## src/hw/rd_link_pkg.sv

```systemverilog
`default_nettype none

package rd_link_pkg;

  ////////////////////////////////////////
  // Widths and sizes
  ////////////////////////////////////////

  localparam int PHY_W         = 80;
  localparam int ID_W          = 4;
  localparam int ADDR_W        = 32;
  localparam int DATA_W        = 32;
  localparam int CRED_W        = 8;
  localparam int RX_FIFO_DEPTH = 8;
  localparam int RX_PTR_W      = $clog2(RX_FIFO_DEPTH);
  localparam int DELAY_W       = 16;

  ////////////////////////////////////////
  // PHY word bit positions
  ////////////////////////////////////////

  // Outgoing word
  localparam int TX_PUSH_BIT   = 0;
  localparam int TX_AR_LSB     = 1;
  localparam int TX_RCRED_BIT  = 50;

  // Incoming word
  localparam int RX_PUSH_BIT   = 0;
  localparam int RX_R_LSB      = 1;
  localparam int RX_ARCRED_BIT = 40;

  ////////////////////////////////////////
  // Packets and states
  ////////////////////////////////////////

  // AR request of 49 bits with addr at the bottom
  typedef struct packed {
    logic [ID_W-1:0]   id;
    logic [2:0]        size;
    logic [7:0]        len;
    logic [1:0]        burst;
    logic [ADDR_W-1:0] addr;
  } ar_pkt_t;

  // R packet of 39 bits with data at the bottom
  typedef struct packed {
    logic [ID_W-1:0]   id;
    logic              last;
    logic [1:0]        resp;
    logic [DATA_W-1:0] data;
  } r_pkt_t;

  typedef enum logic [1:0] {
    OFFLINE,
    COUNTING,
    ONLINE
  } sync_state_t;

endpackage

`default_nettype wire

```

## src/hw/axi_rd_packet_master_top.sv

```systemverilog
`default_nettype none

module axi_rd_packet_master_top (
  input  logic                            clk_wr,
  input  logic                            rst_n,

  // Link control
  input  logic                            tx_online,
  input  logic                            rx_online,
  input  logic [rd_link_pkg::DELAY_W-1:0] delay_value,
  input  logic [rd_link_pkg::CRED_W-1:0]  init_ar_credit,

  // User AR channel
  input  rd_link_pkg::ar_pkt_t            user_ar,
  input  logic                            user_arvalid,
  output logic                            user_arready,

  // User R channel
  output rd_link_pkg::r_pkt_t             user_r,
  output logic                            user_rvalid,
  input  logic                            user_rready,

  // PHY words
  output logic [rd_link_pkg::PHY_W-1:0]   tx_phy0,
  input  logic [rd_link_pkg::PHY_W-1:0]   rx_phy0
);
  import rd_link_pkg::*;

  logic    link_up;
  logic    tx_push;
  ar_pkt_t tx_pkt;
  logic    ar_credit;
  logic    rx_push;
  r_pkt_t  rx_pkt;
  logic    r_credit;

  link_online_sync link_online_sync_inst (
    .clk_wr      (clk_wr),
    .rst_n       (rst_n),
    .tx_online   (tx_online),
    .rx_online   (rx_online),
    .delay_value (delay_value),
    .link_up     (link_up)
  );

  ////////////////////////////////////////
  // Logic link channels
  ////////////////////////////////////////

  ll_tx_channel ll_tx_channel_ar_inst (
    .clk_wr        (clk_wr),
    .rst_n         (rst_n),
    .link_up       (link_up),
    .init_credit   (init_ar_credit),
    .user_ar       (user_ar),
    .user_arvalid  (user_arvalid),
    .user_arready  (user_arready),
    .credit_return (ar_credit),
    .tx_push       (tx_push),
    .tx_pkt        (tx_pkt)
  );

  ll_rx_channel ll_rx_channel_r_inst (
    .clk_wr      (clk_wr),
    .rst_n       (rst_n),
    .link_up     (link_up),
    .rx_push     (rx_push),
    .rx_pkt      (rx_pkt),
    .user_r      (user_r),
    .user_rvalid (user_rvalid),
    .user_rready (user_rready),
    .credit_out  (r_credit)
  );

  // PHY word packing
  phy_word_map phy_word_map_inst (
    .tx_push   (tx_push),
    .tx_pkt    (tx_pkt),
    .r_credit  (r_credit),
    .rx_phy0   (rx_phy0),
    .tx_phy0   (tx_phy0),
    .rx_push   (rx_push),
    .rx_pkt    (rx_pkt),
    .ar_credit (ar_credit)
  );

endmodule

`default_nettype wire

```

## src/hw/link_online_sync.sv

```systemverilog
`default_nettype none

module link_online_sync (
  input  logic                            clk_wr,
  input  logic                            rst_n,
  input  logic                            tx_online,
  input  logic                            rx_online,
  input  logic [rd_link_pkg::DELAY_W-1:0] delay_value,
  output logic                            link_up
);
  import rd_link_pkg::*;

  sync_state_t        state;
  logic [DELAY_W-1:0] count;
  logic               both_online;

  assign both_online = tx_online && rx_online;
  assign link_up     = (state == ONLINE);

  // Either side going offline restarts the sequence
  always_ff @(posedge clk_wr or negedge rst_n) begin
    if (!rst_n) begin
      state <= OFFLINE;
      count <= '0;
    end else if (!both_online) begin
      state <= OFFLINE;
    end else begin
      case (state)
        OFFLINE: begin
          // First edge with both sides up
          state <= COUNTING;
          count <= delay_value;
        end
        COUNTING: begin
          if (count == '0) begin
            state <= ONLINE;
          end else begin
            count <= count - DELAY_W'(1);
          end
        end
        default: begin
          state <= ONLINE;
        end
      endcase
    end
  end

endmodule

`default_nettype wire

```

## src/hw/ll_rx_channel.sv

```systemverilog
`default_nettype none

module ll_rx_channel (
  input  logic                 clk_wr,
  input  logic                 rst_n,
  input  logic                 link_up,
  input  logic                 rx_push,
  input  rd_link_pkg::r_pkt_t  rx_pkt,
  output rd_link_pkg::r_pkt_t  user_r,
  output logic                 user_rvalid,
  input  logic                 user_rready,
  output logic                 credit_out
);
  import rd_link_pkg::*;

  r_pkt_t            mem [RX_FIFO_DEPTH];
  // Extra MSB tells full from empty
  logic [RX_PTR_W:0] wr_ptr;
  logic [RX_PTR_W:0] rd_ptr;
  logic              empty;
  logic              full;
  logic              push;
  logic              pop;
  logic              credit_q;

  assign empty = (wr_ptr == rd_ptr);
  assign full  = (wr_ptr[RX_PTR_W] != rd_ptr[RX_PTR_W]) &&
                 (wr_ptr[RX_PTR_W-1:0] == rd_ptr[RX_PTR_W-1:0]);

  assign push = link_up && rx_push && !full;

  // Head of queue straight to the user port
  assign user_rvalid = link_up && !empty;
  assign user_r      = mem[rd_ptr[RX_PTR_W-1:0]];
  assign pop         = user_rvalid && user_rready;

  assign credit_out = credit_q;

  always_ff @(posedge clk_wr) begin
    if (push) begin
      mem[wr_ptr[RX_PTR_W-1:0]] <= rx_pkt;
    end
  end

  ////////////////////////////////////////
  // Pointers and credit return
  ////////////////////////////////////////

  always_ff @(posedge clk_wr or negedge rst_n) begin
    if (!rst_n) begin
      wr_ptr <= '0;
      rd_ptr <= '0;
    end else if (!link_up) begin
      // Flush on link down
      wr_ptr <= '0;
      rd_ptr <= '0;
    end else begin
      if (push) begin
        wr_ptr <= wr_ptr + (RX_PTR_W + 1)'(1);
      end
      if (pop) begin
        rd_ptr <= rd_ptr + (RX_PTR_W + 1)'(1);
      end
    end
  end

  // One credit back per entry freed
  always_ff @(posedge clk_wr or negedge rst_n) begin
    if (!rst_n) begin
      credit_q <= 1'b0;
    end else begin
      credit_q <= pop;
    end
  end

endmodule

`default_nettype wire

```

## src/hw/ll_tx_channel.sv

```systemverilog
`default_nettype none

module ll_tx_channel (
  input  logic                           clk_wr,
  input  logic                           rst_n,
  input  logic                           link_up,
  input  logic [rd_link_pkg::CRED_W-1:0] init_credit,
  input  rd_link_pkg::ar_pkt_t           user_ar,
  input  logic                           user_arvalid,
  output logic                           user_arready,
  input  logic                           credit_return,
  output logic                           tx_push,
  output rd_link_pkg::ar_pkt_t           tx_pkt
);
  import rd_link_pkg::*;

  ar_pkt_t           hold_pkt;
  logic              hold_valid;
  logic [CRED_W-1:0] cred;
  logic              cred_in;
  logic              accept;
  logic              send;

  // Credits from the far side only count while the link is up
  assign cred_in      = link_up && credit_return;
  assign user_arready = link_up && !hold_valid;
  assign accept       = user_arvalid && user_arready;
  assign send         = link_up && hold_valid && (cred != '0);

  assign tx_push = send;
  assign tx_pkt  = hold_pkt;

  always_ff @(posedge clk_wr) begin
    if (accept) begin
      hold_pkt <= user_ar;
    end
  end

  ////////////////////////////////////////
  // Holding register state
  ////////////////////////////////////////

  always_ff @(posedge clk_wr or negedge rst_n) begin
    if (!rst_n) begin
      hold_valid <= 1'b0;
    end else if (!link_up) begin
      hold_valid <= 1'b0;
    end else if (accept) begin
      hold_valid <= 1'b1;
    end else if (send) begin
      hold_valid <= 1'b0;
    end
  end

  ////////////////////////////////////////
  // Far-side credit count
  ////////////////////////////////////////

  always_ff @(posedge clk_wr or negedge rst_n) begin
    if (!rst_n) begin
      cred <= '0;
    end else if (!link_up) begin
      cred <= init_credit;
    end else begin
      case ({cred_in, send})
        2'b10:   cred <= cred + CRED_W'(1);
        2'b01:   cred <= cred - CRED_W'(1);
        // Return and send in one cycle cancel out
        default: cred <= cred;
      endcase
    end
  end

endmodule

`default_nettype wire

```

## src/hw/phy_word_map.sv

```systemverilog
`default_nettype none

module phy_word_map (
  input  logic                          tx_push,
  input  rd_link_pkg::ar_pkt_t          tx_pkt,
  input  logic                          r_credit,
  input  logic [rd_link_pkg::PHY_W-1:0] rx_phy0,
  output logic [rd_link_pkg::PHY_W-1:0] tx_phy0,
  output logic                          rx_push,
  output rd_link_pkg::r_pkt_t           rx_pkt,
  output logic                          ar_credit
);
  import rd_link_pkg::*;

  ////////////////////////////////////////
  // Outgoing word
  ////////////////////////////////////////

  always_comb begin
    // Unused bits stay zero
    tx_phy0 = '0;
    tx_phy0[TX_PUSH_BIT] = tx_push;
    tx_phy0[TX_AR_LSB +: $bits(ar_pkt_t)] = tx_pkt;
    tx_phy0[TX_RCRED_BIT] = r_credit;
  end

  ////////////////////////////////////////
  // Incoming word
  ////////////////////////////////////////

  always_comb begin
    rx_push   = rx_phy0[RX_PUSH_BIT];
    rx_pkt    = rx_phy0[RX_R_LSB +: $bits(r_pkt_t)];
    ar_credit = rx_phy0[RX_ARCRED_BIT];
  end

endmodule

`default_nettype wire

```

## config.mk

```make
export PLATFORM = sky130hd
export DESIGN_NAME = axi_rd_packet_master_top
export DESIGN_NICKNAME = d
export VERILOG_FILES = /design/src/hw/rd_link_pkg.sv /design/src/hw/axi_rd_packet_master_top.sv /design/src/hw/link_online_sync.sv /design/src/hw/ll_rx_channel.sv /design/src/hw/ll_tx_channel.sv /design/src/hw/phy_word_map.sv
export SDC_FILE = /design/constraint.sdc
export NUM_CORES = 1
export LEC_CHECK = 0
export ABC_AREA = 1
export ABC_CLOCK_PERIOD_IN_PS = 8300
export BUFFER_PORTS_ARGS = -buffer_cell sky130_fd_sc_hd__buf_2
export CAP_MARGIN = 20
export CORE_UTILIZATION = 61
export DETAILED_ROUTE_END_ITERATION = 10
export PLACE_DENSITY = 0.93
export SLEW_MARGIN = 20
export SYNTH_ARGS = -nofsm -noshare
export SYNTH_HDL_FRONTEND = slang
export SYNTH_HIERARCHICAL = 1
export SYNTH_SLANG_ARGS = --single-unit
```

## constraint.sdc

```tcl
create_clock -name clk_wr -period 8.3 [get_ports clk_wr]
set_input_delay 0.83 -clock clk_wr [delete_from_list [all_inputs] [get_ports clk_wr]]
set_output_delay 0.83 -clock clk_wr [all_outputs]
set_load 0.05 [all_outputs]
```

==> impl_metrics.toml <==
[drt]
routedWlPerCell_um = 18.3
ant_nets = 0
num_vias = 11500
drtIter0Drc = 1311
drc = 0
viasPerCell = 5.73
routed_wl_um = 36600
drt-pass1-iter-count = 6

[logic_synthesis]
synth_area_mm2 = 0.0172
synthMuxAreaShare = 0
synth_warnings = 6
synth-simple-area-share = 0.133
synth_area_leaders = "edfxtp_1 63%, nand2_1 5.8%, buf_4 5.4%"
synth_top_family_by_area = "simple AND/OR/NAND/NOR gates"
syn_area_per_cell_um2 = 11.6
async_flop_share = 0.0907
synth-compound-area-share = 0.0887
synth_commonest_cells = "361 x edfxtp_1, 267 x nand2_1, 191 x nor2_1"
yosysTopAreaCellShare = 0.631
synth_flop_cell = "edfxtp_1"
ys_seq_elements = 397
syn_inst = 1480
synth.most_common_cell = "edfxtp_1"
synth.distinct_cells = 38
synth-xor-area-share = 0.00204
synth-edff-count = 361
synth_top_area_cell = "edfxtp_1"
synth-adder-area-share = 0.00772
synth-seq-area-share = 0.683

[die]
fp.dieW_um = 170
die-area_mm2 = 0.0289
core_area_mm2 = 0.0278
num_rows = 61
io_pins = 280
die_h_um = 170
initial_core_util = 0.619

[cells_and_area]
final_nets = 1757
final_area_mm2 = 0.0191
seq_area_mm2 = 0.0117
fin_cells = 2000
multi_input_area_mm2 = 0.00414
fill_cells = 1897
layout-drive-gt1-share = 0.216
synthToLayoutAreaGrowth_pct = 11.2

[placement]
dpl_cell_area_mm2 = 0.0178
gp_congestion = 0.861
io_buffer_count = 211
hpwl_um = 20300
dpl.cell_count = 1924

[cts]
hold_buffers = 0
cts_tree = "built"
clkTransAtPathRegs_ps = 60
cts_setup_buffers = 0
clkLatencyLatePin_ps = 540
cts_buffer_depth = 3
cts_sinks = 397
root_buffer = "clkbuf_16"
numCtsBuffers = 40
cts_resized = 0
cts_htree_levels = 2

[timing]
setup_tns_ps = 0
slew_headroom = 0.336
slew_violations = 0
rsz0062_at_grt = "false"
clock_skew_ps = 17.2
hold_viol_final = 0
period_share = 0.553
fmax_ghz = 0.218
min_period_ps = 4590
worst_slew_pin_slew_ps = 994
setup_violations = 0

[power_and_ir_drop]
switching_share = 0.214
power.internal_mw = 3.34
vdd_drop_max_v = 0.000268
pwr-share-clk = 0.429
seqPwrFrac = 0.522
p_leak_nw = 7.46
switching_power_mw = 0.908
comb_power_share = 0.048
p_per_area_mw_per_mm2 = 223

[global_routing]
antenna_found_initial = 1
grt_first_pass_wirelength_um = 56000
grt_pass1_vias = 11000
grt_usage = 0.252
grt_max_degree = 85
grt.overflow.total = 0

[setup_path]
startpoint_type = "register"
cp.arrival_ps = 3760
cp.required_ps = 7470
crit_path_end_kind = "output port"
worstPathMaxFanout = 81
path_class = "reg2out"

[run]
drv_cap = 0

[worst_hold_path]
hold_class = "in2async"

[outcome]
status = "complete, no violations"
power by group through the flow:
| stage | Combinational [mW] | Sequential (mW) | Clock, mW |
|---|---|---|---|
| 2_1_floorplan | 0.170 | 2.26 | 0 |
| 3_3_place_gp | 0.194 | 2.26 | 0 |
| 3_5_place_dp | 0.202 | 2.26 | 0 |
| 4_1_cts | 0.204 | 2.22 | 1.85 |
| 5_1_grt | 0.229 | 2.22 | 1.92 |
| 6_report | 0.205 | 2.22 | 1.83 |
sequential cells by signal, summed over array words and instances, names as in the netlist:
| name | count |
|---|---|
| ll_rx_channel_r_inst/mem | 312 |
| ll_tx_channel_ar_inst/tx_pkt | 49 |
| ll_rx_channel_r_inst/wr_ptr | 4 |
| ll_rx_channel_r_inst/credit_out | 1 |
| ll_tx_channel_ar_inst/hold_valid | 1 |
| ll_tx_channel_ar_inst/cred | 8 |
| link_online_sync_inst/state | 2 |
| ll_rx_channel_r_inst/rd_ptr | 4 |
| link_online_sync_inst/count | 16 |
stage by stage:
| stage | total power [mW] | worst slack [ps] | util | hold WS (ps) |
|---|---|---|---|---|
| finish | 4.25 | 3710 | 0.688 | 396 |
| global route | 4.37 | 3510 | 0.688 | 461 |
| CTS | 4.28 | 3790 | 0.688 | 420 |
| detailed placement | 2.46 | 4350 | 0.639 | 515 |
| global placement | 2.45 | 4440 | 0.639 | 497 |
| floorplan | 2.43 | 3940 | - | 471 |
path summary, 6_finish.rpt:
| check | startpoint | endpoint | slack [ps] | depth (start not counted) |
|---|---|---|---|---|
| max | ll_rx_channel_r_inst/rd_ptr[0] | user_r[34] | 3710 | 7 |
| min | rst_n | link_online_sync_inst/count[8] | 400 | 1 |
| max reg2reg | ll_rx_channel_r_inst/rd_ptr[0] | ll_rx_channel_r_inst/mem[2][5] | 4460 | 8 |
| min reg2reg | link_online_sync_inst/count[15] | link_online_sync_inst/count[15] | 540 | 2 |
| max in group asynchronous | rst_n | ll_rx_channel_r_inst/rd_ptr[0] | 7290 | 1 |
| min in group clk_wr | user_ar[38] | ll_tx_channel_ar_inst/tx_pkt[38] | 470 | 1 |
kinds of logic after synthesis:
kind of cell / Yosys count
and+or+nand+nor: 545
buffers and inverters: 246
xor gates and xnor gates: 4
adders and majority gates: 10
other: 1
DFF: 397
AOI/OAI and AO/OA: 277
layout by cell type (no fill, tap or decap), types with 7 or more instances in the layout:
cell type and count:
nor2_1 185, nand2_1 267, o21ai_2 7, inv_1 48, o22ai_1 78, buf_2 211
nor2_2 8, a21oi_1 8, nand2_2 13, nand3_1 39, o21ai_1 37, clkinv_2 8
nand4_1 7, inv_2 7, nor2_4 9, ha_1 9, clkinv_1 8, dfrtp_1 33
buf_4 16, edfxtp_1 361, conb_1 29, clkbuf_16 40, o21ai_0 140
layout make-up:
type / instances / share of cell area
clock buffers: 45 / 0.0534
flip-flops and latches: 397 / 0.615
repair buffers: 227 / 0.0616
diodes: 2 / 0.000262
multi-input cells: 865 / 0.217
inverters: 57 / 0.0116
clock inverters: 29 / 0.0172
well taps: 378 / 0.0248
critical path: stages, from the launching register on:
cell	delay, ps
dfrtp_4	780
inv_4	730
buf_4	780
o21ai_0	180
o22ai_1	160
nand2_1	70
nand2_1	150
buf_2	280
per-layer routing:
layer	up-vias	wire length [µm]	part of all wire	GRT usage
met5	-	0	0	0
met4	0	1110	0.030	0.110
met3	91	3430	0.094	0.0421
met1	5444	13600	0.37	0.312
li1	5251	-	-	-
met2	679	18500	0.51	0.437
Power figures use the tool's default switching activity.
